--- src/logic/bus_pkg.sv ---
/*
 * bus package
 * shared widths, address map and enums for the memory-mapped fabric
 */
`default_nettype none

package bus_pkg;

	localparam int ADDR_W = 32;
	localparam int DATA_W = 32;

	// address map
	localparam logic [ADDR_W-1:0] SRAM_BASE      = 32'h8000_0000;
	localparam logic [ADDR_W-1:0] UART_TX_ADDR   = 32'ha000_03f8;
	localparam logic [ADDR_W-1:0] CLINT_MTIME_LO = 32'ha000_0048;
	localparam logic [ADDR_W-1:0] CLINT_MTIME_HI = 32'ha000_004c;

	// target of one transaction
	typedef enum logic [1:0] {
		DEV_SRAM,
		DEV_UART,
		DEV_CLINT,
		DEV_ERR
	} bus_dev_e;

	typedef enum logic [1:0] {
		RESP_OKAY   = 2'd0,
		RESP_DECERR = 2'd3
	} bus_resp_e;

endpackage

`default_nettype wire

--- src/logic/bus_decoder.sv ---
/*
 * bus decoder
 * maps the master address to a device and holds the choice
 * until the response of that transaction completes
 */
`timescale 1ns/1ps
`default_nettype none

module bus_decoder #(
	parameter int SRAM_DEPTH = 256
) (
	input  wire                       clk,
	input  wire                       rst_i,
	input  wire [bus_pkg::ADDR_W-1:0] ar_addr_i,
	input  wire                       ar_valid_i,
	input  wire [bus_pkg::ADDR_W-1:0] aw_addr_i,
	input  wire                       aw_valid_i,
	input  wire                       txn_done_i,
	output bus_pkg::bus_dev_e         dev_sel_o,
	output logic                      rd_sel_o
);

	typedef enum logic [1:0] {DEC_IDLE, DEC_READ, DEC_WRITE} dec_state_e;

	localparam logic [bus_pkg::ADDR_W-1:0] SRAM_BYTES = SRAM_DEPTH * 4;

	dec_state_e        state;
	bus_pkg::bus_dev_e lock_dev;
	bus_pkg::bus_dev_e rd_dev;
	bus_pkg::bus_dev_e wr_dev;

	function automatic logic in_sram(input logic [bus_pkg::ADDR_W-1:0] addr);
		logic [bus_pkg::ADDR_W-1:0] offs;
		offs = addr - bus_pkg::SRAM_BASE; // wraps below base, so one compare
		return offs < SRAM_BYTES;
	endfunction

	// read map: sram and the two mtime words
	always_comb begin
		if (in_sram(ar_addr_i))
			rd_dev = bus_pkg::DEV_SRAM;
		else if (ar_addr_i == bus_pkg::CLINT_MTIME_LO || ar_addr_i == bus_pkg::CLINT_MTIME_HI)
			rd_dev = bus_pkg::DEV_CLINT;
		else
			rd_dev = bus_pkg::DEV_ERR;
	end

	// write map: sram and the uart tx register
	always_comb begin
		if (in_sram(aw_addr_i))
			wr_dev = bus_pkg::DEV_SRAM;
		else if (aw_addr_i == bus_pkg::UART_TX_ADDR)
			wr_dev = bus_pkg::DEV_UART;
		else
			wr_dev = bus_pkg::DEV_ERR;
	end

	always_comb begin
		if (state != DEC_IDLE) begin
			dev_sel_o = lock_dev;
			rd_sel_o  = (state == DEC_READ);
		end else if (ar_valid_i) begin // reads win
			dev_sel_o = rd_dev;
			rd_sel_o  = 1'b1;
		end else begin
			dev_sel_o = wr_dev;
			rd_sel_o  = 1'b0;
		end
	end

	// an idle target accepts a request in the cycle it shows up
	always_ff @(posedge clk) begin
		if (rst_i) begin
			state    <= DEC_IDLE;
			lock_dev <= bus_pkg::DEV_ERR;
		end else begin
			case (state)
				DEC_IDLE: begin
					if (ar_valid_i) begin
						state    <= DEC_READ;
						lock_dev <= rd_dev;
					end else if (aw_valid_i) begin
						state    <= DEC_WRITE;
						lock_dev <= wr_dev;
					end
				end
				default: if (txn_done_i) state <= DEC_IDLE;
			endcase
		end
	end

endmodule

`default_nettype wire

--- config.mk ---
export PLATFORM = sky130hd
export DESIGN_NAME = bus_decoder
export DESIGN_NICKNAME = d
export VERILOG_FILES = /design/src/logic/bus_pkg.sv /design/src/logic/bus_decoder.sv
export SDC_FILE = /design/constraint.sdc
export NUM_CORES = 1
export LEC_CHECK = 0
export ABC_AREA = 1
export BUFFER_PORTS_ARGS = -buffer_cell sky130_fd_sc_hd__buf_4
export CAP_MARGIN = 15
export CORE_MARGIN = 3
export CORE_UTILIZATION = 32
export CTS_BUF_LIST = sky130_fd_sc_hd__clkbuf_2 sky130_fd_sc_hd__clkbuf_4 sky130_fd_sc_hd__clkbuf_8
export CTS_CLUSTER_SIZE = 28
export DETAILED_ROUTE_END_ITERATION = 8
export PLACE_DENSITY = 0.86
export SETUP_SLACK_MARGIN = 0.4
export SLEW_MARGIN = 0
export SYNTH_ARGS = -nofsm -noshare
export SYNTH_HDL_FRONTEND = slang
export SYNTH_SLANG_ARGS = --single-unit
--- constraint.sdc ---
create_clock -name clk -period 1.6 [get_ports clk]
set_input_delay 0.24 -clock clk [delete_from_list [all_inputs] [get_ports clk]]
set_output_delay 0.24 -clock clk [all_outputs]
set_load 0.01 [all_outputs]
* Word-level counts from Yosys, hierarchy flattened
Index checks and enable logic that the tools add are counted.
** Storage, ports and cells
- Flip-flop bits (word level) :: 4
- Input bits :: 69
** Cells by class
- $add $sub $neg :: 2
- Magnitude comparators :: 2
- Eq/ne operators :: 5
- Multiplexer cells :: 14
- Reduce and logical (&&, ||, !) cells :: 7
** Operator list (count)
- $eq 32x32->1 const B :: 3
- $lt 32x11->1 const B :: 2
- $sub 32x32->32 const B :: 2
- $mux 2 :: 11
- $reduce_bool 2->1 :: 3
- $reduce_and 2->1 :: 2
- $mux 1 :: 3
- $ne 3x3->1 const B :: 1
- $eq 2x1->1 const B :: 1
- $logic_not 2->1 :: 1
- $logic_or 1x1->1 :: 1

* Logic depth before layout (Yosys ltp)
- Depth in word-level cells :: 6
- Depth in mapped cells :: 11

* Least setup slack after synthesis
No wires, ideal clock.
- Kind :: input -> output
- Start :: in ar_addr_i[11] (netlist name)
- End :: out dev_sel_o[0]
- Arrival time :: 955 ps
- Required time :: 1360 ps
- Slack :: 405 ps
- Stages :: 9
- Path buffers :: 0
- Path through :: or2_0 > nor2_1 > nand3_1 > nand2_1 > inv_1 > nand2_1 > nand2_1 > nand2_1 > nand2_1
** Between the ends
- Word-level cells in the longest chain between the ends :: 6
- Elaborated cells on any way between the ends :: 9
- Those cells by class :: add/sub: 1; order compare: 1; eq/ne: 2; mux: 4; reduce/logical: 1
** RTL lines
- from (decl) :: RTL line bus_decoder.sv:14 : input wire [bus_pkg::ADDR_W-1:0] ar_addr_i,
- branches (longest 3 deep; another with $sub 32x32->32)
- $mux 2 * :: RTL line bus_decoder.sv:40 : if (in_sram(ar_addr_i))
- $mux 2 * :: RTL line bus_decoder.sv:62 : end else if (ar_valid_i) begin
- $mux 2 * :: RTL line bus_decoder.sv:59 : if (state != DEC_IDLE) begin
- to (decl) :: RTL line bus_decoder.sv:19 : output bus_pkg::bus_dev_e dev_sel_o,
Every way passes the cells marked *.

* Final worst setup path
- Start :: in ar_addr_i[10] (netlist name)
- End :: out dev_sel_o[1]
** Between the ends
- Word-level cells in the longest chain between the ends :: 5
** RTL lines
- $sub 32x32->32 :: RTL line bus_decoder.sv:34 : offs = addr - bus_pkg::SRAM_BASE;
- $lt 32x11->1 :: RTL line bus_decoder.sv:35 : return offs < SRAM_BYTES;
- $mux 2 :: RTL line bus_decoder.sv:40
- $mux 2 :: RTL line bus_decoder.sv:62
- $mux 2 :: RTL line bus_decoder.sv:59
No other way between the ends.

==> out/metrics.csv <==
metric;value;unit
htreeDepth;1;
area_growth;132;%
hpwlAfterDp;1660;um
status;finished clean;
clock-sinks;4;
ant_nets;0;
yosysWarnings;0;
die-area;0.00203;sq mm
ys_types;16;
io_pins;72;
cts_tree;yes;
hold_buffers;0;
final_nets;247;
ys_seq_area_frac;0.164;
finalMaxSlewViolations;0;
skew;0.00631;ns
die_width;45.1;um
p_total;0.000487;W
ys_seq_elements;4;
ir_worst_vdd;375;uV
rows;13;
vias;897;
power_density;429;mW/mm^2
max_freq;685;MHz
required;1.36;ns
antenna_found_initial;0;
layout_commonest_cell;buf_4;
mostFrequentLayoutCells;61 x buf_4, 31 x nand2_1, 22 x nor2_1;
relSlewSlack;0.867;
crit_type;in -> out;
drive_gt1_frac;0.506;
gp_congestion;0.750;
initial_core_util;0.358;
fin_crit_sh;0.913;
tightest_slew;0.198;ns
port_buffers;70;
path_max_fanout;2;
die_h;45.1;um
first_iter_violations;9;
crit_path_start_kind;input pin;
grt_max_degree;7;
tns;0;ns
grt_pass1_vias;840;
synthCells;102;
avgViaCountPerCell;4.70;
hold_class;in -> reg;
worstPathArrival;1.22;ns
synth_fp_nets;171;
wirelength;2050;um
crit_path_end_kind;primary output;
post_drt_wl_per_cell;10.7;um
coreArea;0.00137;sq mm
setup_violations;0;
period_minus_slack;1.46;ns
clk_pin_slew;0.03;ns
grt-ovfl-total;0;
insertedDiodeCount;0;
drc;0;
clk_latency;0.24;ns
grt.total_usage;0.214;
clock_path_buffers;2;
hold_violations;0;
netlist_area;489;sq um
ctsRootBufferMaster;clkbuf_4;
numCtsBuffers;3;
grt_pass1_wl;3170;um
drv_cap;0;
synth_area_per_cell;4.80;sq um
leakagePower;0.624;nW
rsz0062_at_grt;true;
dr.pass1.iters;4;
power by group:
group | total, W | switching, W | internal [W]
combinational | 0.000244 | 0.0000848 | 0.000159
clock | 0.000127 | 0.0000428 | 0.0000839
sequential | 0.000117 | 0.00000749 | 0.000109
worst max-delay path: stages:
cell and delay [ns]:
buf_6 0.09, or2_0 0.21, nor2_1 0.13, nand3_1 0.08, nand2_1 0.08, buf_4 0.11
nand2_2 0.05, nand2_1 0.06, nand2_1 0.06, buf_6 0.12
synthesized netlist by cell type:
master	instances	area, sq um
and2_1	1	6.26
nand3b_1	1	7.51
dfxtp_1	4	80.1
nand3_1	3	15.0
nand4_1	3	18.8
a21oi_1	4	20.0
inv_1	14	52.6
or2_0	1	6.26
o21ai_0	1	5.00
nor2_4	1	11.3
nand2_2	1	6.26
nor2_1	31	116
o21ai_1	1	5.00
nand2_1	34	128
nor2_2	1	6.26
nor3_1	1	5.00
routing by layer:
metal	GRT usage	vias up	routed length, um	part of all wire
met2	0.401	58	1130	0.55
met3	0.108	4	296	0.14
met5	0	-	0	0
met1	0.192	377	595	0.29
met4	0.0819	0	25	0.012
li1	-	458	-	-
layout make-up:
type                            count  area [sq um]
Clock buffer                        3          22.5
Inverter                           14          52.6
Tap cell                           15          18.8
Multi-Input combinational cell     84           392
Sequential cell                     4          80.1
Timing Repair Buffer               71           571
Fill cell                         106           230
final timing paths:
check	cells past startpoint	slack, ns	endpoint	start
min	2	0.19	state[1]$_SDFFE_PP0P_	rst_i
max	10	0.14	dev_sel_o[1]	ar_addr_i[10]
min reg2reg	2	0.48	lock_dev[1]$_SDFFE_PP1P_	lock_dev[1]$_SDFFE_PP1P_
max reg2reg	4	0.68	lock_dev[0]$_SDFFE_PP1P_	state[1]$_SDFFE_PP0P_
cell families after synthesis:
group                  synth area share
DFF                               0.164
AOI/OAI and AO/OA                0.0614
and+or+nand+nor                   0.668
buffers and inverters             0.107
what timing repair did:
item                       4_1_cts  5_1_grt
hold endpoints to repair         0        0
setup buffers                    0        1
gates resized for setup         14        9
pin swaps                       19       11
setup endpoints to repair        2        2
registers in the layout, summed over array words and instances (netlist names):
name      cells
state         2
lock_dev      2
through the flow:
step                      hold slack (ns)  std cells  utilization  worst slack [ns]  cell area [sq um]
after detailed placement            0.436        187        0.756             0.113               1030
after global placement              0.433        187        0.756             0.128               1030
after global routing                0.179        191        0.832           0.00951               1140
final                               0.191        191        0.832             0.140               1140
after floorplan                     0.309        102            -             0.405                489
after CTS                           0.183        190        0.808             0.136               1100
Note: power is estimated with default switching activity, not from simulation.
