==> src/logic/bus_pkg.sv <==
/*
 * bus package
 * shared widths, address map and enums for the memory-mapped fabric
 */
`default_nettype none

package bus_pkg;

	localparam int ADDR_W = 32;
	localparam int DATA_W = 32;

	// address map
	localparam logic [ADDR_W-1:0] SRAM_BASE      = 32'h8000_0000;
	localparam logic [ADDR_W-1:0] UART_TX_ADDR   = 32'ha000_03f8;
	localparam logic [ADDR_W-1:0] CLINT_MTIME_LO = 32'ha000_0048;
	localparam logic [ADDR_W-1:0] CLINT_MTIME_HI = 32'ha000_004c;

	// target of one transaction
	typedef enum logic [1:0] {
		DEV_SRAM,
		DEV_UART,
		DEV_CLINT,
		DEV_ERR
	} bus_dev_e;

	typedef enum logic [1:0] {
		RESP_OKAY   = 2'd0,
		RESP_DECERR = 2'd3
	} bus_resp_e;

endpackage

`default_nettype wire

==> src/logic/clint_slave.sv <==
/*
 * clint timer slave
 * free-running 64-bit mtime, read as low and high words
 */
`timescale 1ns/1ps
`default_nettype none

module clint_slave (
	input  wire                        clk,
	input  wire                        rst_i,
	input  wire [bus_pkg::ADDR_W-1:0]  ar_addr_i,
	input  wire                        ar_valid_i,
	output logic                       ar_ready_o,
	output logic [bus_pkg::DATA_W-1:0] r_data_o,
	output logic [1:0]                 r_resp_o,
	output logic                       r_valid_o,
	input  wire                        r_ready_i
);

	logic [63:0] mtime;
	logic        rd_hs;

	assign ar_ready_o = ~r_valid_o;
	assign rd_hs      = ar_valid_i & ar_ready_o;
	assign r_resp_o   = bus_pkg::RESP_OKAY;

	always_ff @(posedge clk) begin
		if (rd_hs)
			r_data_o <= ar_addr_i[2] ? mtime[63:32] : mtime[31:0]; // bit 2 picks the word
	end

	always_ff @(posedge clk) begin
		if (rst_i) begin
			mtime     <= '0;
			r_valid_o <= 1'b0;
		end else begin
			mtime <= mtime + 64'd1;
			if (rd_hs)
				r_valid_o <= 1'b1;
			else if (r_ready_i)
				r_valid_o <= 1'b0;
		end
	end

endmodule

`default_nettype wire

==> config.mk <==
export PLATFORM = sky130hd
export DESIGN_NAME = clint_slave
export DESIGN_NICKNAME = d
export VERILOG_FILES = /design/src/logic/bus_pkg.sv /design/src/logic/clint_slave.sv
export SDC_FILE = /design/constraint.sdc
export NUM_CORES = 1
export LEC_CHECK = 0
export ABC_AREA = 0
export BUFFER_PORTS_ARGS = -buffer_cell sky130_fd_sc_hd__buf_2
export CORE_AREA = 2 2 107 109
export DETAILED_ROUTE_END_ITERATION = 7
export DIE_AREA = 0 0 109 111
export GPL_ROUTABILITY_DRIVEN = 0
export PLACE_DENSITY = 0.61
export SKIP_CTS_REPAIR_TIMING = 1
export SLEW_MARGIN = 10
export SYNTH_ARGS = -nofsm -noshare
export SYNTH_HDL_FRONTEND = slang
export SYNTH_SLANG_ARGS = --single-unit
==> constraint.sdc <==
create_clock -name clk -period 3.7 [get_ports clk]
set_input_delay 0.185 -clock clk [delete_from_list [all_inputs] [get_ports clk]]
set_output_delay 0.185 -clock clk [all_outputs]
set_load 0.1 [all_outputs]
**After elaboration in Yosys (flattened, before gate mapping)**

Cells that the tools add are included.

- $add $sub $neg: 1
- Mux-type cells: 3
- Bitwise operators: 2
- Reductions and logical operators: 1

Operators with widths:

| operator | number |
|---|---|
| adder 64 x 1 -> 64 bit, second input constant | 1 |
| two-way mux 32 bit | 1 |
| two-way mux 1 bit | 2 |
| nonzero test 2 bit | 1 |
| AND 1 bit | 1 |
| inverter 1 bit | 1 |

- Register bits after elaboration: 97
- Input port bits: 36
- Word-level logic and storage cells: 10

**Longest topological paths before layout**

- Depth after elaboration: 3
- Gate-level depth with buffers: 7
- Mapped depth without buffers: 6

**Worst setup path after synthesis**

Ideal clock, no wire load.

- Path kind: register to register
- Start point: register r_valid_o
- End point: register r_data_o[0] (netlist bit), enable pin
- Setup time: 424 ps
- Arrival: 2,264 ps
- Data required time: 3,276 ps
- Slack: 1,012 ps
- Cell stages (with the launch flop): 2
- Clock period less this slack: 2,688 ps
- Cell sequence: dfxtp_1 -> nor2b_1

- Longest elaborated chain between the ends: 2

Ends and longest elaborated chain:

| item | line | source |
|---|---|---|
| start: declaration | clint_slave.sv:16 | `output logic r_valid_o,` |
| start signal: assignment | clint_slave.sv:35 | `r_valid_o <= 1'b0;` |
| start signal: assignment | clint_slave.sv:39 | `r_valid_o <= 1'b1;` |
| start signal: assignment | clint_slave.sv:41 | `r_valid_o <= 1'b0;` |
| inverter 1 bit | clint_slave.sv:23 | `assign ar_ready_o = ~r_valid_o;` |
| AND 1 bit | clint_slave.sv:24 | `assign rd_hs = ar_valid_i & ar_ready_o;` |
| named net rd_hs | clint_slave.sv:21 | `logic rd_hs;` |
| end signal: assignment | clint_slave.sv:29 | `r_data_o <= ar_addr_i[2] ? mtime[63:32] : mtime[31:0];` |
| end: declaration | clint_slave.sv:14 | `output logic [bus_pkg::DATA_W-1:0] r_data_o,` |

The timed path passes the listed nets, and every way through them passes these cells.
A chain may end at the register's enable or synchronous reset.

**Worst setup path after layout**

- Start point: register mtime[0]
- End point: register mtime[56]

- Longest elaborated chain between the ends: 1

Ends and longest elaborated chain:

| item | line | source |
|---|---|---|
| start: declaration | clint_slave.sv:20 | `logic [63:0] mtime;` |
| start signal: assignment | clint_slave.sv:37 | `mtime <= mtime + 64'd1;` |
| adder 64 x 1 -> 64 bit | clint_slave.sv:37 |  |

No other way between the ends.

==> summary.md <==
| Metric | Value |
|---|---|
| Worst VDD drop | 0.221 mV |
| Post-synthesis compound-gate area fraction | 0.0712 |
| Synthesized area | 4320 um2 |
| Ys async rst share | 0 |
| Net Switching | 0.583 mW |
| Final clock skew | 0.00904 ns |
| Area growth, synth to finish | 13.8% |
| Largest family of logic cells by synthesized area | simple AND/OR/NAND/NOR gates |
| Share of post-route cells with drive strength above 1 | 0.197 |
| Non-Filler Instances | 614 |
| DRC | 0 |
| Unrepaired setup endpoints after global routing | false |
| Vias in the first global route | 3002 |
| CORE AREA | 11100 um2 |
| Design Area, Final | 4920 um2 |
| Static Leak | 1.62 nW |
| Hold wc startpoint | r_ready_i |
| Number of synthesized flops with an enable pin | 32 |
| Largest net degree at the start of global routing | 43 |
| Placed Area | 4640 um2 |
| DP Wirelength | 6010 um |
| PortBufs | 38 |
| PD cells | 447 nW/um2 |
| Setup violations, final | 0 |
| Post-route core utilization | 0.444 |
| Max-cap violation count | 0 |
| R2R cell count | 6 |
| Final Power | 2.20 mW |
| WL/cell | 14.6 um |
| CP required | 3.98 ns |
| Yosys warnings | 0 |
| CTS Buf Count | 9 |
| Hold Crit Class | input pin to register |
| Worst slew pin tran | 1.00 ns |
| Post-Syn Area per Cell | 9.99 um2 |
| Clock buffer depth | 2 |
| R2R setup slack | 0.85 ns |
| Post-synthesis xor/xnor area fraction | 0.0689 |
| Worst reg2reg startpoint | mtime[0]$_SDFF_PP0_ |
| CTS root buffer | clkbuf_16 |
| Final hold violations | 0 |
| Crit Path Class | register to register |
| Fin Setup TNS | 0 ns |
| Crit end category | register |
| Num ports | 72 |
| Nets | 503 |
| Synth Area in Adders | 0.00289 |
| Mux cell area share after synthesis | 0.0755 |
| Cells after Synth | 433 |
| Worst setup margin | 0.855 ns |
| Worst-path fanout max | 12 |
| Antenna Nets Post-Route | 0 |
| Grt ovf | 0 |
| Status | finished clean |
| Post-synth top cells | 65 x dfxtp_1, 41 x nor2_1, 32 x edfxtp_1 |
| CTS tree | yes |
| RR Endpoint | mtime[56]$_SDFF_PP0_ |
| Fin. max-slew vios | 0 |
| Vias | 3282 |
| Violation count after the first detailed-route iteration | 184 |
| Number of antenna diodes | 0 |
| Post-synthesis simple-gate area fraction | 0.235 |
| Initial antenna violation count | 0 |
| Global-route wire length before repair | 14900 um |
| Share of the cycle needed by the critical path after routing | 0.769 |
| Int Pwr | 1.62 mW |
| Placed insts | 598 |
| Area leader, netlist | dfxtp_1 |
| Worst-path clk slew | 0.07 ns |
| Cell Rows | 39 |
| Synth Flop Type | dfxtp_1 |
| Initial Util | 0.390 |
| Most frequent cell after synthesis | dfxtp_1 |
| Chip width | 109 um |
| WL final | 8970 um |
| Yosys cell types | 32 |
| #FFs+latches synth | 97 |
| Chip Height | 111 um |
| Worst hold slack | 0.0168 ns |
| F_max | 351 MHz |
| Hold Crit Depth | 2 |
| Drt pass-1 iters | 5 |
| Worst rel slew slack | 0.325 |
| Sw Share | 0.265 |
| Sequential power share | 0.513 |
| Final Critical Period | 2.85 ns |
| Die Footprint | 12100 um2 |
| Crit path arrival time | 3.12 ns |
| Clk pwr share | 0.390 |
| Hold endpoint | r_valid_o$_SDFFE_PP0P_ |
| Clk_lat worst skew | 0.34 ns |
| Filler cells | 1050 |
| Gr usage total | 0.157 |
| Worst slack, placed | 0.877 ns |
| Clk sinks | 97 |
| H-tree Lvls | 3 |
| Share of the synthesized area in the top cell type | 0.301 |
| Sequential-to-total area share from yosys stat | 0.523 |
| Startpoint types | register |
| Top cells by area, synth | dfxtp_1 30%, edfxtp_1 22%, mux2_2 7.6% |
| Comb pwr share | 0.097 |
| Vias per cell | 5.35 |
-- final cells by class --
cell class | instances | area (um2) | share of cell area
tap | 143 | 179 | 0.0364
timing repair buffer | 41 | 213 | 0.0432
inverter | 4 | 15.0 | 0.00305
clock buffer | 11 | 243 | 0.0493
multi-input combinational | 313 | 1980 | 0.402
sequential | 97 | 2260 | 0.460
clock inverter | 5 | 32.5 | 0.00661
-- routing by layer --
| metal | vias to the layer above | part of all wire | global-route usage |
|---|---|---|---|
| met2 | 49 | 0.46 | 0.235 |
| met3 | 11 | 0.031 | 0.0282 |
| met5 | - | 0 | 0 |
| li1 | 1650 | - | - |
| met4 | 0 | 0.017 | 0.0761 |
| met1 | 1572 | 0.49 | 0.217 |
-- power groups by stage --
| stage | clock (mW) | sequential, mW | combinational [mW] |
|---|---|---|---|
| 6_report | 0.857 | 1.13 | 0.213 |
| 5_1_grt | 0.929 | 1.13 | 0.221 |
| 4_1_cts | 0.886 | 1.13 | 0.215 |
| 3_5_place_dp | 0 | 1.15 | 0.215 |
| 3_3_place_gp | 0 | 1.15 | 0.215 |
| 2_1_floorplan | 0 | 1.29 | 0.0508 |
-- placed cells by master (no fill, tap or decap), drive strengths merged, types with 2 or more instances in the layout --
master	synthesis	final
or4	6	6
conb	1	2
clkbuf	15	11
nor3	10	10
dfxtp	65	65
clkinvlp	0	3
inv	4	4
nor4	12	12
buf	5	41
and3	6	6
nand4	22	22
xnor2	21	21
and2	3	3
mux2	29	29
nand2	26	26
xor2	13	13
o31ai	2	2
or3	29	29
nor2	41	41
clkinv	0	2
nand3	23	23
nor2b	2	2
edfxtp	32	32
and4	5	5
a21oi	28	28
o21ai	29	29
-- sequential cells by signal, summed over array words and instances, names as in the netlist --
signal,cells
mtime,64
r_data_o,32
r_valid_o,1
-- cells by family after synthesis --
logic type,after synthesis
AND/OR/NAND/NOR,187
flip-flops,97
AO/OA/AOI/OAI,60
XOR/XNOR,34
multiplexers,29
buffers and inverters,24
adder cells (fa/ha/maj),1
other,1
-- worst max-delay path, stage by stage, from the launching register on --
cell,delay (ns)
dfxtp_1,0.40
ha_1,0.26
nand4_2,0.18
or4_1,0.76
or4_4,0.63
or4_1,0.41
a21oi_1,0.14
-- worst max-delay path by stage --
| stage | cells after the start | end | slack, ns | start |
|---|---|---|---|---|
| after floorplan | 1 | r_data_o[0]$_DFFE_PP_ | 1.01 | r_valid_o$_SDFFE_PP0P_ |
| after global placement | 6 | mtime[56]$_SDFF_PP0_ | 0.89 | mtime[0]$_SDFF_PP0_ |
| after detailed placement | 6 | mtime[56]$_SDFF_PP0_ | 0.88 | mtime[0]$_SDFF_PP0_ |
| after CTS | 6 | mtime[56]$_SDFF_PP0_ | 0.87 | mtime[0]$_SDFF_PP0_ |
| after global routing | 6 | mtime[56]$_SDFF_PP0_ | 0.66 | mtime[0]$_SDFF_PP0_ |
| final | 6 | mtime[56]$_SDFF_PP0_ | 0.85 | mtime[0]$_SDFF_PP0_ |
Note: power is estimated with default switching activity, not from simulation.
