`src/logic/bus_pkg.sv`:
```
/*
 * bus package
 * shared widths, address map and enums for the memory-mapped fabric
 */
`default_nettype none

package bus_pkg;

	localparam int ADDR_W = 32;
	localparam int DATA_W = 32;

	// address map
	localparam logic [ADDR_W-1:0] SRAM_BASE      = 32'h8000_0000;
	localparam logic [ADDR_W-1:0] UART_TX_ADDR   = 32'ha000_03f8;
	localparam logic [ADDR_W-1:0] CLINT_MTIME_LO = 32'ha000_0048;
	localparam logic [ADDR_W-1:0] CLINT_MTIME_HI = 32'ha000_004c;

	// target of one transaction
	typedef enum logic [1:0] {
		DEV_SRAM,
		DEV_UART,
		DEV_CLINT,
		DEV_ERR
	} bus_dev_e;

	typedef enum logic [1:0] {
		RESP_OKAY   = 2'd0,
		RESP_DECERR = 2'd3
	} bus_resp_e;

endpackage

`default_nettype wire

```
`src/logic/uart_slave.sv`:
```
/*
 * uart transmit slave
 * each accepted write leaves as a one-cycle byte strobe
 */
`timescale 1ns/1ps
`default_nettype none

module uart_slave (
	input  wire                       clk,
	input  wire                       rst_i,
	input  wire                       aw_valid_i,
	output logic                      aw_ready_o,
	input  wire [bus_pkg::DATA_W-1:0] w_data_i,
	input  wire                       w_valid_i,
	output logic                      w_ready_o,
	output logic [1:0]                b_resp_o,
	output logic                      b_valid_o,
	input  wire                       b_ready_i,
	output logic [7:0]                tx_data_o,
	output logic                      tx_valid_o
);

	logic wr_hs;

	// address is already decoded, only the valids matter here
	assign wr_hs      = aw_valid_i & w_valid_i & ~b_valid_o;
	assign aw_ready_o = wr_hs;
	assign w_ready_o  = wr_hs;
	assign b_resp_o   = bus_pkg::RESP_OKAY;

	always_ff @(posedge clk) begin
		if (wr_hs)
			tx_data_o <= w_data_i[7:0]; // low byte only
	end

	always_ff @(posedge clk) begin
		if (rst_i) begin
			tx_valid_o <= 1'b0;
			b_valid_o  <= 1'b0;
		end else begin
			tx_valid_o <= wr_hs;
			if (wr_hs)
				b_valid_o <= 1'b1;
			else if (b_ready_i)
				b_valid_o <= 1'b0;
		end
	end

endmodule

`default_nettype wire

```
`config.mk`:
```
export PLATFORM = sky130hd
export DESIGN_NAME = uart_slave
export DESIGN_NICKNAME = d
export VERILOG_FILES = /design/src/logic/bus_pkg.sv /design/src/logic/uart_slave.sv
export SDC_FILE = /design/constraint.sdc
export NUM_CORES = 1
export LEC_CHECK = 0
export ABC_AREA = 1
export BUFFER_PORTS_ARGS = -buffer_cell sky130_fd_sc_hd__buf_4
export CAP_MARGIN = 30
export CORE_MARGIN = 3
export CORE_UTILIZATION = 24
export DETAILED_ROUTE_END_ITERATION = 8
export GPL_ROUTABILITY_DRIVEN = 0
export HOLD_SLACK_MARGIN = 0.1
export PLACE_DENSITY = 0.71
export SETUP_SLACK_MARGIN = 0.1
export SLEW_MARGIN = 0
export SYNTH_ARGS = -nofsm -noshare
export SYNTH_HDL_FRONTEND = slang
export SYNTH_SLANG_ARGS = --single-unit
```
`constraint.sdc`:
```
create_clock -name clk -period 0.95 [get_ports clk]
set_input_delay 0.0475 -clock clk [delete_from_list [all_inputs] [get_ports clk]]
set_output_delay 0.0475 -clock clk [all_outputs]
set_load 0.02 [all_outputs]
```
-- Word-level counts from Yosys, hierarchy flattened
Cells that the tools add are included.
- register bits after elaboration: 10
- input port bits: 37
- output and inout bits: 14
- logic and storage cells: 9
- multiplexer cells: 2
- bitwise gates (word level): 3
- reductions and logical operators: 1
- operators by type and width (operator ; number):
    AND 1 bit ; 2
    2-to-1 mux 1 bit ; 2
    nonzero test 2 bit ; 1
    NOT 1 bit ; 1

-- Logic depth before layout (Yosys ltp)
Gate-level depths: netlist of the first run.
- word-level depth: 3
- mapped depth: 4
- depth with buffers taken out: 4

-- Worst setup path after synthesis of the first run
No wires, ideal clock.
- path kind: reg2reg
- from: register b_valid_o
- to: register tx_data_o[0] (enable)
- setup time: 375 ps
- data arrival time: 852 ps
- required time: 575 ps
- setup slack: -276 ps
- cell stages (with the launch flop): 2
- path buffers: 0
- period minus slack after synthesis: 1226 ps
- cells stage by stage: dfxtp_1 -> nor2_2
- word-level cells in the longest chain between the ends: 2
- ends and longest elaborated chain (item ; RTL line ; source):
    from (decl) ; uart_slave.sv:17 ; output logic b_valid_o,
    from (signal assigned) ; uart_slave.sv:39 ; b_valid_o <= 1'b0;
    from (signal assigned) ; uart_slave.sv:43 ; b_valid_o <= 1'b1;
    from (signal assigned) ; uart_slave.sv:45 ; b_valid_o <= 1'b0;
    NOT 1 bit ; uart_slave.sv:26 ; assign wr_hs = aw_valid_i & w_valid_i & ~b_valid_o;
    AND 1 bit ; uart_slave.sv:26 ;
    named net aw_ready_o ; uart_slave.sv:12 ; output logic aw_ready_o,
    to (signal assigned) ; uart_slave.sv:33 ; tx_data_o <= w_data_i[7:0];
    to (decl) ; uart_slave.sv:19 ; output logic [7:0] tx_data_o,
The timed path passes the listed nets, and every way through them passes these cells.
A chain may end at the register's enable or synchronous reset.

-- Final worst setup path of the first run
- from: register b_valid_o
- to: register tx_data_o[7] (enable)
- word-level cells in the longest chain between the ends: 2
- ends and longest elaborated chain (item ; RTL line):
    NOT 1 bit ; uart_slave.sv:26
    AND 1 bit ; uart_slave.sv:26
No other way between the ends.

==> results of run 1 <==
==> through the flow <==
step	util, %	power [uW]	worst slack (ns)	instances	cell area (um^2)
after floorplan	-	575	-0.0245	22	352
after global placement	43.3	637	0.0348	57	527
after detailed placement	43.3	640	0.0214	57	527
after CTS	56.2	988	-0.0328	72	683
after global routing	59.9	1050	-0.0413	74	728
final	59.9	989	0.00620	74	728
==> power groups by stage <==
stage	Combinational (uW)	Clock, uW	Sequential (uW)
2_1_floorplan	38.9	0	536
3_3_place_gp	126	0	511
3_5_place_dp	128	0	512
4_1_cts	171	313	504
5_1_grt	204	336	506
6_report	192	293	504
==> critical path, stage by stage (launching register included) <==
cell     delay (ns)
dfxtp_4        0.35
nor2_4         0.14
buf_6          0.17
==> cell type report <==
| cell class | instances | area share, % |
|---|---|---|
| clock inverters | 1 | 0.515 |
| repair buffers | 37 | 47.8 |
| flip-flops and latches | 10 | 39.0 |
| inverters | 2 | 1.03 |
| well taps | 14 | 2.41 |
| multi-input cells | 7 | 6.19 |
| clock buffers | 3 | 3.09 |
==> layer usage <==
| metal | up-vias | track usage, % | routed length [um] |
|---|---|---|---|
| met3 | 0 | 7.88 | 99 |
| met1 | 123 | 9.56 | 276 |
| li1 | 142 | - | - |
| met4 | 0 | 1.81 | 0 |
| met5 | - | 0 | 0 |
| met2 | 21 | 13.4 | 387 |
==> logic make-up (layout without fill, tap and decap cells) <==
kind of cell	Yosys count	in the layout	share of synthesized area, %
buffers and inverters	5	43	8.86
AND/OR/NAND/NOR	5	5	7.38
flip-flops	10	10	82.7
other	1	2	1.11
==> worst min path at each step <==
stage / endpoint
6_report: tx_valid_o$_SDFF_PP0_
5_1_grt: b_valid_o$_SDFFE_PP0P_
4_1_cts: tx_data_o[1]$_DFFE_PP_
3_5_place_dp: tx_data_o[1]$_DFFE_PP_
3_3_place_gp: tx_data_o[1]$_DFFE_PP_
2_1_floorplan: tx_data_o[0]$_DFFE_PP_
==> sequential cells by signal, summed over array words and instances (netlist names) <==
name and flops:
b_valid_o 1, tx_data_o 8, tx_valid_o 1
==> what timing repair did <==
action	CTS	global route
gates resized for setup	6	8
hold endpoints to repair	10	0
hold buffers	10	0
pin swaps	1	1
cloned	0	0
setup buffers	1	2
endpoints found under the setup margin	18	19
==> cells in the final DEF (no fill, tap or decap) <==
master,Yosys,final
buf_4,3,15
buf_6,0,12
clkbuf_4,0,3
clkinv_1,0,1
conb_1,1,2
dfxtp_1,2,1
dfxtp_4,0,1
dlygate4sd3_1,0,10
edfxtp_1,8,8
inv_1,2,2
nand2_1,3,2
nand2_4,0,1
nand3b_1,1,1
nor2_4,0,1
==> results_dict.tcl, run 1 <==
set metrics [dict create \
    arrival_ns 0.92 \
    path_max_fanout 8 \
    cts_tree "built" \
    avgViaCountPerCell 3.86 \
    fmax_mhz 1060 \
    status "finished clean" \
    wl_per_cell_um 10.3 \
    post-route-period-util_pct 99.3 \
    fillers 109 \
    tns_ns 0 \
    fin_crit_ns 0.944 \
    p_sw_uw 229 \
    combPwrFrac_pct 19.4 \
    final_hold_viol_count 0 \
    grt_max_degree 9 \
    hold_slack_ns 0.311 \
    multi_input_comb_area_um2 45.0 \
    finClkSkew_ns 0.00765 \
    htree_levels 1 \
    clock-root-buffer "clkbuf_4" \
    synth_most_common_cell "edfxtp_1" \
    switching_share_pct 23.2 \
    clk_pin_slew_ns 0.06 \
    crit_end "tx_data_o[7]$_DFFE_PP_" \
    end_kind "flop" \
    synth.area.top_cells "edfxtp_1 71%, dfxtp_1 12%, buf_4 6.6%" \
    p_seq_share_pct 51.0 \
    final_max_slew_viol_count 0 \
    powerDensity_nw_per_um2 1360 \
    regToRegEndpoint "tx_data_o[7]$_DFFE_PP_" \
    p_clk_share_pct 29.7 \
    grt_pass1_wl_um 1170 \
    synth_area_um2 339 \
    cts.sinks 10 \
    vdd_drop_max_uv 721 \
    seq_area_um2 284 \
    drive_above_1_share_pct 55.0 \
    yosys-top-cells-count "8 x edfxtp_1, 3 x buf_4, 3 x nand2_1" \
    finalSetupViolCount 0 \
    grt_use_total_pct 8.95 \
    io_buffer_count 24 \
    io_pins 51 \
    nets 98 \
    wirelength_um 764 \
    die_w_um 43.6 \
    async_reset_ff_share_pct 0 \
    r2r_slack_ns 0.006 \
    ys_seq_area_share_pct 82.7 \
    drc 0 \
    syn2layout_area_growth_pct 115 \
    die_h_um 43.6 \
    cts_max_path_buffers 2 \
    drt_first_iter_violations 1 \
    start_kind "flop" \
    hold-path-cell-count 6 \
    core_um2 1220 \
    p_int_uw 760 \
    start_util_pct 27.9 \
    cap_violations 0 \
    gr-total-overflow 0 \
    cp-startpoint "b_valid_o$_SDFFE_PP0P_" \
    min_from "w_valid_i" \
    rsz0062_at_grt "true" \
    postSynthCellCount 21 \
    std_cell_rows 12 \
    worstSetupPathType "reg2reg" \
    yosys_warnings 0 \
    synth-edff-count 8 \
    ys_ff_latch 10 \
    vias 286 \
    ant_nets 0 \
    synth_area_per_cell_um2 16.1 \
    rr_startpoint "b_valid_o$_SDFFE_PP0P_" \
    ys_types 8 \
    synth_top_area_share_pct 70.8 \
    synthFlopType "edfxtp_1" \
    worstPathRequired_ns 0.92 \
    hp-class "in2reg" \
    grt_pass1_vias 277 \
    r2r_cells 2 \
    dp_hpwl_um 514 \
    synth_top_cell_by_area "edfxtp_1" \
    antenna_cells 0 \
    die_area_um2 1900 \
    antenna_found_initial 0 \
    worstSkewPairLatency_ns 0.26 \
    static-leakage-power_uw 0.000337 \
    dr.pass1.iters 2 \
    numCtsBuffers 3 \
]
(Power assumes the default switching activity.)
==> run 2, diff against run 1 <==
- PLACE_DENSITY: 0.71 -> default
- PLACE_DENSITY_LB_ADDON: default -> 0.1
- SKIP_CTS_REPAIR_TIMING: default -> 1
- SLEW_MARGIN: 0 -> 15
==> results_dict.tcl, run 2 (synthesis gave the netlist of run 1 again) <==
set metrics [dict create \
    status "finished, violations left" \
    violations "negative setup slack" \
    std_cell_rows 12 \
    powerDensity_nw_per_um2 1480 \
    drc 0 \
    vias 289 \
    fin_cells 74 \
    finalSetupViolCount 7 \
    dpl_cell_area_um2 527 \
    dpl.cell_count 57 \
    path_max_fanout 5 \
    die_h_um 43.6 \
    nets 98 \
    start_util_pct 27.9 \
    end_kind "output pin" \
    grt_use_total_pct 6.88 \
    cts_tree "built" \
    top_regs "tx_data_o x8, b_valid_o x1, tx_valid_o x1" \
    grt_max_degree 12 \
    grt_pass1_vias 233 \
    design_area_um2 716 \
    r2r_slack_ns -0.01 \
    final_hold_viol_count 0 \
    cts.sinks 10 \
    antenna_found_initial 0 \
    clk_pin_slew_ns 0.07 \
    clock-root-buffer "clkbuf_4" \
    tns_ns -0.101 \
    antenna_cells 0 \
    io_pins 51 \
    gr-total-overflow 0 \
    p_int_uw 834 \
    htree_levels 1 \
    hold-path-cell-count 6 \
    fmax_mhz 1020 \
    die_area_um2 1900 \
    rr_startpoint "b_valid_o$_SDFFE_PP0P_" \
    worstPathRequired_ns 0.90 \
    io_buffer_count 24 \
    whs_endpoint "b_valid_o$_SDFFE_PP0P_" \
    min_from "w_valid_i" \
    hp-class "in2reg" \
    cts_max_path_buffers 2 \
    power_uw 1060 \
    r2r_cells 2 \
    numCtsBuffers 3 \
    start_kind "flop" \
    final_max_slew_viol_count 0 \
    ant_nets 0 \
    regMostFlops "tx_data_o" \
    wl_per_cell_um 10.5 \
    rsz0062_at_grt "true" \
    fin_crit_ns 0.983 \
    avgViaCountPerCell 3.91 \
    arrival_ns 0.94 \
    static-leakage-power_uw 0.000333 \
    drt_first_iter_violations 0 \
    largest_register_ff_count 8 \
    cap_violations 0 \
    core_um2 1220 \
    hold_slack_ns 0.319 \
    worstSkewPairLatency_ns 0.26 \
    final_cell_mix "19 x buf_4, 10 x dlygate4sd3_1, 8 x buf_6, 8 x edfxtp_1" \
    wirelength_um 774 \
    vdd_drop_max_uv 888 \
    die_w_um 43.6 \
    drive_above_1_share_pct 55.0 \
    post-route-period-util_pct 103 \
    regToRegEndpoint "tx_data_o[5]$_DFFE_PP_" \
    p_seq_share_pct 47.5 \
    worstSetupPathType "reg2out" \
    p_clk_share_pct 35.5 \
    finClkSkew_ns 0.00220 \
    final_common_cell "buf_4" \
    switching_share_pct 21.4 \
    syn2layout_area_growth_pct 111 \
    combPwrFrac_pct 17.0 \
    p_sw_uw 227 \
    dr.pass1.iters 1 \
    grt_pass1_wl_um 917 \
    worst_slack_ns -0.0326 \
]
## run 2: worst max path at each step
stage	from	to	slack [ns]
after floorplan	b_valid_o$_SDFFE_PP0P_	tx_data_o[0]$_DFFE_PP_	-0.02
after global placement	b_valid_o$_SDFFE_PP0P_	tx_data_o[4]$_DFFE_PP_	0.05
after detailed placement	b_valid_o$_SDFFE_PP0P_	tx_data_o[5]$_DFFE_PP_	0.01
after CTS	b_valid_o$_SDFFE_PP0P_	w_ready_o	-0.21
after global routing	b_valid_o$_SDFFE_PP0P_	aw_ready_o	-0.07
final	b_valid_o$_SDFFE_PP0P_	aw_ready_o	-0.03
## run 2: cell type report
class	count	area [um^2]
fill	103	500
timing repair buffer	37	333
sequential	10	284
multi-input combinational	7	37.5
clock buffer	4	36.3
tap	14	17.5
inverter	2	7.51
## run 2: routing by layer
layer | share of wire [%] | vias to the layer above | GRT usage [%]
met3 | 8.8 | 0 | 2.90
met2 | 60 | 16 | 11.9
met4 | 0 | 0 | 5.42
met5 | 0 | - | 0
met1 | 31 | 130 | 6.14
li1 | - | 143 | -
## run 2: stage by stage
stage	setup WS, ns	utilization [%]
detailed placement	0.0102	43.3
CTS	-0.207	46.3
floorplan	-0.0245	-
global placement	0.0491	43.3
global route	-0.0696	58.8
finish	-0.0326	58.8
## run 2: worst max-delay path: stages (launching register included)
cell	delay, ns
dfxtp_4	0.36
nor2_4	0.15
buf_4	0.16
## run 2: power by group through the flow
stage / registers (uW) / clock network [uW] / logic, uW
2_1_floorplan: 536 / 0 / 38.9
3_3_place_gp: 511 / 0 / 126
3_5_place_dp: 511 / 0 / 129
4_1_cts: 502 / 393 / 129
5_1_grt: 505 / 415 / 192
6_report: 504 / 376 / 181
