--- src/logic/bus_pkg.sv ---
/*
 * bus package
 * shared widths, address map and enums for the memory-mapped fabric
 */
`default_nettype none

package bus_pkg;

	localparam int ADDR_W = 32;
	localparam int DATA_W = 32;

	// address map
	localparam logic [ADDR_W-1:0] SRAM_BASE      = 32'h8000_0000;
	localparam logic [ADDR_W-1:0] UART_TX_ADDR   = 32'ha000_03f8;
	localparam logic [ADDR_W-1:0] CLINT_MTIME_LO = 32'ha000_0048;
	localparam logic [ADDR_W-1:0] CLINT_MTIME_HI = 32'ha000_004c;

	// target of one transaction
	typedef enum logic [1:0] {
		DEV_SRAM,
		DEV_UART,
		DEV_CLINT,
		DEV_ERR
	} bus_dev_e;

	typedef enum logic [1:0] {
		RESP_OKAY   = 2'd0,
		RESP_DECERR = 2'd3
	} bus_resp_e;

endpackage

`default_nettype wire

--- src/logic/bus_xbar.sv ---
/*
 * bus crossbar
 * steers one master to the selected slave and answers
 * unmapped accesses with DECERR from its own responder
 */
`timescale 1ns/1ps
`default_nettype none

module bus_xbar (
	input  wire                         clk,
	input  wire                         rst_i,
	// master side
	input  wire [bus_pkg::ADDR_W-1:0]   m_ar_addr_i,
	input  wire                         m_ar_valid_i,
	output logic                        m_ar_ready_o,
	output logic [bus_pkg::DATA_W-1:0]  m_r_data_o,
	output logic [1:0]                  m_r_resp_o,
	output logic                        m_r_valid_o,
	input  wire                         m_r_ready_i,
	input  wire [bus_pkg::ADDR_W-1:0]   m_aw_addr_i,
	input  wire                         m_aw_valid_i,
	output logic                        m_aw_ready_o,
	input  wire [bus_pkg::DATA_W-1:0]   m_w_data_i,
	input  wire [bus_pkg::DATA_W/8-1:0] m_w_strb_i,
	input  wire                         m_w_valid_i,
	output logic                        m_w_ready_o,
	output logic [1:0]                  m_b_resp_o,
	output logic                        m_b_valid_o,
	input  wire                         m_b_ready_i,
	// decoder
	input  wire bus_pkg::bus_dev_e      dev_sel_i,
	input  wire                         rd_sel_i,
	output logic                        txn_done_o,
	// sram
	output logic [bus_pkg::ADDR_W-1:0]   sram_ar_addr_o,
	output logic                         sram_ar_valid_o,
	input  wire                          sram_ar_ready_i,
	input  wire [bus_pkg::DATA_W-1:0]    sram_r_data_i,
	input  wire [1:0]                    sram_r_resp_i,
	input  wire                          sram_r_valid_i,
	output logic                         sram_r_ready_o,
	output logic [bus_pkg::ADDR_W-1:0]   sram_aw_addr_o,
	output logic                         sram_aw_valid_o,
	input  wire                          sram_aw_ready_i,
	output logic [bus_pkg::DATA_W-1:0]   sram_w_data_o,
	output logic [bus_pkg::DATA_W/8-1:0] sram_w_strb_o,
	output logic                         sram_w_valid_o,
	input  wire                          sram_w_ready_i,
	input  wire [1:0]                    sram_b_resp_i,
	input  wire                          sram_b_valid_i,
	output logic                         sram_b_ready_o,
	// uart, write only
	output logic                         uart_aw_valid_o,
	input  wire                          uart_aw_ready_i,
	output logic [bus_pkg::DATA_W-1:0]   uart_w_data_o,
	output logic                         uart_w_valid_o,
	input  wire                          uart_w_ready_i,
	input  wire [1:0]                    uart_b_resp_i,
	input  wire                          uart_b_valid_i,
	output logic                         uart_b_ready_o,
	// clint, read only
	output logic [bus_pkg::ADDR_W-1:0]   clint_ar_addr_o,
	output logic                         clint_ar_valid_o,
	input  wire                          clint_ar_ready_i,
	input  wire [bus_pkg::DATA_W-1:0]    clint_r_data_i,
	input  wire [1:0]                    clint_r_resp_i,
	input  wire                          clint_r_valid_i,
	output logic                         clint_r_ready_o
);

	logic sel_sram, sel_uart, sel_clint;
	logic err_rd, err_wr;
	logic err_r_pend, err_b_pend;

	assign sel_sram  = (dev_sel_i == bus_pkg::DEV_SRAM);
	assign sel_uart  = (dev_sel_i == bus_pkg::DEV_UART);
	assign sel_clint = (dev_sel_i == bus_pkg::DEV_CLINT);
	assign err_rd    = (dev_sel_i == bus_pkg::DEV_ERR) & rd_sel_i;
	assign err_wr    = (dev_sel_i == bus_pkg::DEV_ERR) & ~rd_sel_i;

	// requests go out only to the selected slave
	assign sram_ar_addr_o   = sel_sram ? m_ar_addr_i : '0;
	assign sram_ar_valid_o  = sel_sram & m_ar_valid_i;
	assign sram_r_ready_o   = sel_sram & m_r_ready_i;
	assign sram_aw_addr_o   = sel_sram ? m_aw_addr_i : '0;
	assign sram_aw_valid_o  = sel_sram & m_aw_valid_i;
	assign sram_w_data_o    = sel_sram ? m_w_data_i : '0;
	assign sram_w_strb_o    = sel_sram ? m_w_strb_i : '0;
	assign sram_w_valid_o   = sel_sram & m_w_valid_i;
	assign sram_b_ready_o   = sel_sram & m_b_ready_i;
	assign uart_aw_valid_o  = sel_uart & m_aw_valid_i;
	assign uart_w_data_o    = sel_uart ? m_w_data_i : '0;
	assign uart_w_valid_o   = sel_uart & m_w_valid_i;
	assign uart_b_ready_o   = sel_uart & m_b_ready_i;
	assign clint_ar_addr_o  = sel_clint ? m_ar_addr_i : '0;
	assign clint_ar_valid_o = sel_clint & m_ar_valid_i;
	assign clint_r_ready_o  = sel_clint & m_r_ready_i;

	always_comb begin
		m_ar_ready_o = 1'b0;
		m_r_data_o   = '0;
		m_r_resp_o   = bus_pkg::RESP_OKAY;
		m_r_valid_o  = 1'b0;
		m_aw_ready_o = 1'b0;
		m_w_ready_o  = 1'b0;
		m_b_resp_o   = bus_pkg::RESP_OKAY;
		m_b_valid_o  = 1'b0;
		case (dev_sel_i)
			bus_pkg::DEV_SRAM: begin
				m_ar_ready_o = sram_ar_ready_i;
				m_r_data_o   = sram_r_data_i;
				m_r_resp_o   = sram_r_resp_i;
				m_r_valid_o  = sram_r_valid_i;
				m_aw_ready_o = sram_aw_ready_i;
				m_w_ready_o  = sram_w_ready_i;
				m_b_resp_o   = sram_b_resp_i;
				m_b_valid_o  = sram_b_valid_i;
			end
			bus_pkg::DEV_UART: begin
				m_aw_ready_o = uart_aw_ready_i;
				m_w_ready_o  = uart_w_ready_i;
				m_b_resp_o   = uart_b_resp_i;
				m_b_valid_o  = uart_b_valid_i;
			end
			bus_pkg::DEV_CLINT: begin
				m_ar_ready_o = clint_ar_ready_i;
				m_r_data_o   = clint_r_data_i;
				m_r_resp_o   = clint_r_resp_i;
				m_r_valid_o  = clint_r_valid_i;
			end
			default: begin // local error responder, data stays zero
				m_ar_ready_o = err_rd & ~err_r_pend;
				m_r_resp_o   = bus_pkg::RESP_DECERR;
				m_r_valid_o  = err_r_pend;
				m_aw_ready_o = err_wr & m_aw_valid_i & m_w_valid_i & ~err_b_pend;
				m_w_ready_o  = err_wr & m_aw_valid_i & m_w_valid_i & ~err_b_pend;
				m_b_resp_o   = bus_pkg::RESP_DECERR;
				m_b_valid_o  = err_b_pend;
			end
		endcase
	end

	always_ff @(posedge clk) begin
		if (rst_i) begin
			err_r_pend <= 1'b0;
			err_b_pend <= 1'b0;
		end else begin
			if (err_rd & m_ar_valid_i & ~err_r_pend)
				err_r_pend <= 1'b1;
			else if (err_r_pend & m_r_ready_i)
				err_r_pend <= 1'b0;
			if (err_wr & m_aw_valid_i & m_w_valid_i & ~err_b_pend)
				err_b_pend <= 1'b1;
			else if (err_b_pend & m_b_ready_i)
				err_b_pend <= 1'b0;
		end
	end

	// frees the decoder lock
	assign txn_done_o = (m_r_valid_o & m_r_ready_i) | (m_b_valid_o & m_b_ready_i);

endmodule

`default_nettype wire

--- config.mk ---
export PLATFORM = sky130hd
export DESIGN_NAME = bus_xbar
export DESIGN_NICKNAME = d
export VERILOG_FILES = /design/src/logic/bus_pkg.sv /design/src/logic/bus_xbar.sv
export SDC_FILE = /design/constraint.sdc
export NUM_CORES = 1
export LEC_CHECK = 0
export ABC_AREA = 1
export BUFFER_PORTS_ARGS = -buffer_cell sky130_fd_sc_hd__buf_2
export CAP_MARGIN = 25
export CORE_AREA = 2 2 158 160
export CTS_BUF_LIST = sky130_fd_sc_hd__clkbuf_4 sky130_fd_sc_hd__clkbuf_8
export DETAILED_ROUTE_END_ITERATION = 7
export DIE_AREA = 0 0 160 162
export PLACE_DENSITY_LB_ADDON = 0.08
export SLEW_MARGIN = 20
export SYNTH_ARGS = -nofsm -noshare
export SYNTH_HDL_FRONTEND = slang
export SYNTH_SLANG_ARGS = --single-unit
--- constraint.sdc ---
create_clock -name clk -period 1.1 [get_ports clk]
set_input_delay 0.22 -clock clk [delete_from_list [all_inputs] [get_ports clk]]
set_output_delay 0.22 -clock clk [all_outputs]
set_load 0.01 [all_outputs]
# Yosys cells after proc, flatten, opt, wreduce, memory -nomap -nowiden
# Cells that the tools add are included.
[op_classes] eq_ne=3 n_mux=18 bitwise=26 n_reduce_logical=3
[ops] operator="$mux W32" n=5
[ops] operator="$pmux W32 S2" n=1
[ops] operator="$and A1 B1 Y1" n=22
[ops] operator="$pmux W1 S3" n=5
[ops] operator="$pmux W2 S3" n=2
[ops] operator="$eq A2 B2 Y1 const B" n=2
[ops] operator="$mux W1" n=4
[ops] operator="$mux W4" n=1
[ops] operator="$reduce_bool A2 Y1" n=2
[ops] operator="$not A1 Y1" n=3
[ops] operator="$eq A2 B1 Y1 const B" n=1
[ops] operator="$logic_not A2 Y1" n=1
[ops] operator="$or A1 B1 Y1" n=1
[totals] reg_bits=2 in_bits=192 out_inout_bits=216 word_cells=52

# Logic depth before layout (Yosys ltp)
[logic_depth] word_depth=6 depth_mapped=6

# Worst setup path after synthesis
# No wires, ideal clock.
[synth_path] path_kind="input -> output" start="input dev_sel_i[1]" end="output sram_aw_addr_o[15] (netlist name)" arrival_ps=965 setup_slack_ps=-85 stages=5 path_buffers=2 cell_sequence="nor2_2 inv_2 buf_2 buf_2 nor2_1"
[synth_via] elab_chain_len=2
[synth_lines] item="from (decl)" line_no="bus_xbar.sv:31" source="input wire bus_pkg::bus_dev_e dev_sel_i,"
[synth_lines] item="$logic_not A2 Y1" line_no="bus_xbar.sv:75" source="assign sel_sram = (dev_sel_i == bus_pkg::DEV_SRAM);"
[synth_lines] item="$mux W32" line_no="bus_xbar.sv:85" source="assign sram_aw_addr_o = sel_sram ? m_aw_addr_i : '0;"
[synth_lines] item="to (decl)" line_no="bus_xbar.sv:42" source="output logic [bus_pkg::ADDR_W-1:0] sram_aw_addr_o,"
# Every way passes these cells.

# Final worst setup path
[layout_path] start="input dev_sel_i[1]" end="output sram_ar_addr_o[16] (netlist name)"
[layout_via] elab_chain_len=2
[layout_lines] item="$logic_not A2 Y1" line_no="bus_xbar.sv:75"
[layout_lines] item="$mux W32" line_no="bus_xbar.sv:82" source="assign sram_ar_addr_o = sel_sram ? m_ar_addr_i : '0;"
[layout_lines] item="to (decl)" line_no="bus_xbar.sv:35" source="output logic [bus_pkg::ADDR_W-1:0] sram_ar_addr_o,"
# Every way passes these cells.

==> summary.txt <==
die span in y -> 162 um
xor/xnor share of the synthesized area -> 0
starting density of the core -> 0.0721
ys async rst share -> 0
RSZ-0062 raised after global routing -> yes
Reg-to-Reg End -> err_b_pend
Clk Latency, worst-skew pair -> 0.21 ns
gpl congestion -> 0.746
Comb pwr share -> 0.850
clock skew -> 0 ns
post-route minimum period -> 1.35 ns
Cell Rows -> 57
initial antenna violation count -> 0
min-delay worst type -> primary input to flop
outcome -> finished with violations
PD cells -> 433 nW/um2
CTS sink cnt -> 2
Max Clk Rate -> 743 MHz
hold buffers post-CTS -> 0
number of global-route vias before repair -> 3880
Synth Cell Area -> 1740 um2
first-pass GRT wire length -> 21600 um
Max FO, Critical Path -> 17
Reg clk slew, reported paths -> 0.03 ns
Worst VDD drop -> 0.000185 V
final hold viol count -> 0
Slowest-stage cell, CP -> clkbuf_16
Synth Flop Type -> dfxtp_1
Yosys warnings -> 0
Die Wd -> 160 um
Hold Path End -> err_b_pend
DP Worst Slack -> -0.304 ns
mux cell area share after synthesis -> 0
TritonCTS clock tree -> done
main combinational cell family by area after synthesis -> simple AND/OR/NAND/NOR gates
Clock power frac -> 0.118
final worst slack -> -0.245 ns
CP bufs+invs -> 5
fin cells -> 1155
top cells by count, synth -> nor2_1, inv_1, a22o_1
Sw Share -> 0.436
CP peak stage delay -> 0.18 ns
register area share after synthesis -> 0.0230
I/O Pins -> 408
top cell type's share of synthesized area -> 0.382
# fillers -> 2811
DIE AREA -> 25900 um2
Setup CP Type -> primary input to output pin
FF-to-FF path depth -> 4
share of layout cells above drive strength 1 -> 0.663
Final Cycle Share -> 1.22
number of remaining DRC errors -> 0
total congestion overflow -> 0
Placed Cells -> 1127
WL final -> 15500 um
CORE AREA -> 24100 um2
Worst Setup End Kind -> output pin
cell family contributing the most delay on the critical path -> buffers and inverters
WP data arrival -> 1.13 ns
Final HPWL DP -> 12000 um
Reg2Reg Launch Point -> err_b_pend
Nets -> 1025
total design power -> 2.37 mW
H-tree lvl count -> 1
Sum Neg Setup Slack -> -42.20 ns
FF-to-FF setup slack -> 0.16 ns
WHS Path Cells -> 2
Critical Path RT -> 0.88 ns
Compound-Gate Fraction of Synth Area -> 0.178
Via density -> 3.39
post-synthesis register bit count -> 2
DR iter-0 viols -> 76
Post-synth EDFFs -> 0
Post-Syn Instances -> 392
multi-input logic area -> 1420 um2
violated checks -> setup timing
GR Util All Layers -> 0.107
area delta synth->final -> 215%
Area contributors post-synth -> nor2_1, inv_1, a22o_1, nand2_1, buf_2
total of max-cap violations -> 0
Avg WL per Cell -> 13.4 um
synthesized area per cell -> 4.44 um2
CTS root buf -> clkbuf_8
Slew @ Worst Pin -> 0.258 ns
CTS Buf Count -> 3
DR pass1 iterations -> 4
adder-cell area share of the yosys netlist -> 0
leak pwr -> 3.60 nW
crit-path cells -> buf_8 -> nor2_4 -> buf_12 -> inv_16 -> clkbuf_16 -> nor2_1 -> buf_2
Synth area leader -> nor2_1
Seq pwr share -> 0.032
count leader, synth -> nor2_1
Power Internal -> 1.34 mW
number of nets still failing antenna checks after routing -> 0
Setup crit start kind -> primary input
# setup viols final -> 216
CTS Buffer Depth -> 2
hold_sp -> rst_i
Synth Area in Simple Gates -> 0.485
syn_nets -> 584
Yosys cell types -> 15
slew margin rel. -> 0.828
# port buffers -> 407
register area -> 40.0 um2
routed vias -> 3919
pins over their slew limit -> 0
largest net degree at the start of global routing -> 35
n_diodes -> 0
Psw -> 1.03 mW
[metal layers]
metal,track usage,vias up,routed length (um)
li1,-,2011,-
met1,0.109,1674,5650
met2,0.222,226,8510
met3,0.0194,8,1100
met4,0.0254,0,201
met5,0,-,0
[power groups by stage]
| stage | clock, mW | combinational [mW] | sequential, mW |
|---|---|---|---|
| after CTS | 0.290 | 1.96 | 0.0760 |
| after global routing | 0.307 | 2.20 | 0.0760 |
| after detailed placement | 0 | 1.61 | 0.0768 |
| final | 0.280 | 2.02 | 0.0760 |
| after global placement | 0 | 1.64 | 0.0769 |
| after floorplan | 0 | 0.688 | 0.0762 |
[final cells by class]
type / count / share of cell area
timing repair buffer: 461 / 0.567
timing repair inverter: 1 / 0.00205
sequential: 2 / 0.00730
multi-input combinational: 252 / 0.260
clock buffer: 3 / 0.00753
inverter: 112 / 0.0819
tap: 324 / 0.0740
[how the worst max path moves through the flow]
stage / start / to / slack, ns / cells past startpoint
final: dev_sel_i[1] / sram_ar_addr_o[16] / -0.25 / 7
after global routing: dev_sel_i[1] / sram_ar_addr_o[13] / -0.30 / 7
after CTS: dev_sel_i[0] / m_r_data_o[0] / -0.26 / 6
after detailed placement: dev_sel_i[0] / txn_done_o / -0.30 / 8
after global placement: dev_sel_i[0] / txn_done_o / -0.31 / 8
after floorplan: dev_sel_i[1] / clint_ar_addr_o[10] / -0.05 / 6
[logic make-up (layout without fill, tap and decap cells)]
| logic type | after synthesis | after routing |
|---|---|---|
| AND/OR/NAND/NOR | 214 | 214 |
| buffers and inverters | 138 | 577 |
| AO/OA/AOI/OAI | 38 | 38 |
| flip-flops | 2 | 2 |
[stage by stage]
step	utilization	hold WS, ns	instance area (um2)
3_3_place_gp	0.185	0.418	4460
4_1_cts	0.218	0.196	5250
5_1_grt	0.227	0.191	5480
3_5_place_dp	0.185	0.414	4460
2_1_floorplan	-	0.289	1790
6_report	0.227	0.196	5480
[worst register-to-register path: stages, from the launching register on]
cell     delay, ns
dfxtp_1       0.32
nor2_1        0.14
nand3_2       0.14
buf_4         0.17
a21oi_1       0.10
[cells in the final DEF (no fill, tap or decap)]
cell type  instances
a21oi_1            2
a22o_1            32
buf_12            13
buf_16            12
buf_2            382
buf_4             16
buf_6             30
buf_8              5
clkbuf_16          3
clkbuf_8           3
dfxtp_1            2
inv_1            106
inv_16             1
inv_2              3
inv_6              1
inv_8              2
nand2_1           22
nand2_2            1
nand3_1            6
nand3_2            5
nor2_1           106
nor2_2            59
nor2_4            14
nor2_8             1
o21ai_0            4
[flip-flops by register name (all words and copies together) (netlist names)]
name        flops
err_r_pend      1
err_b_pend      1
[what timing repair did]
item                                    CTS  global route
endpoints found under the setup margin  216           216
pin swaps                                 5             3
cloned                                   11             4
endpoints found under the hold margin     0             0
resized for setup                        99            45
setup buffers                            10             0
(Power assumes the default switching activity.)
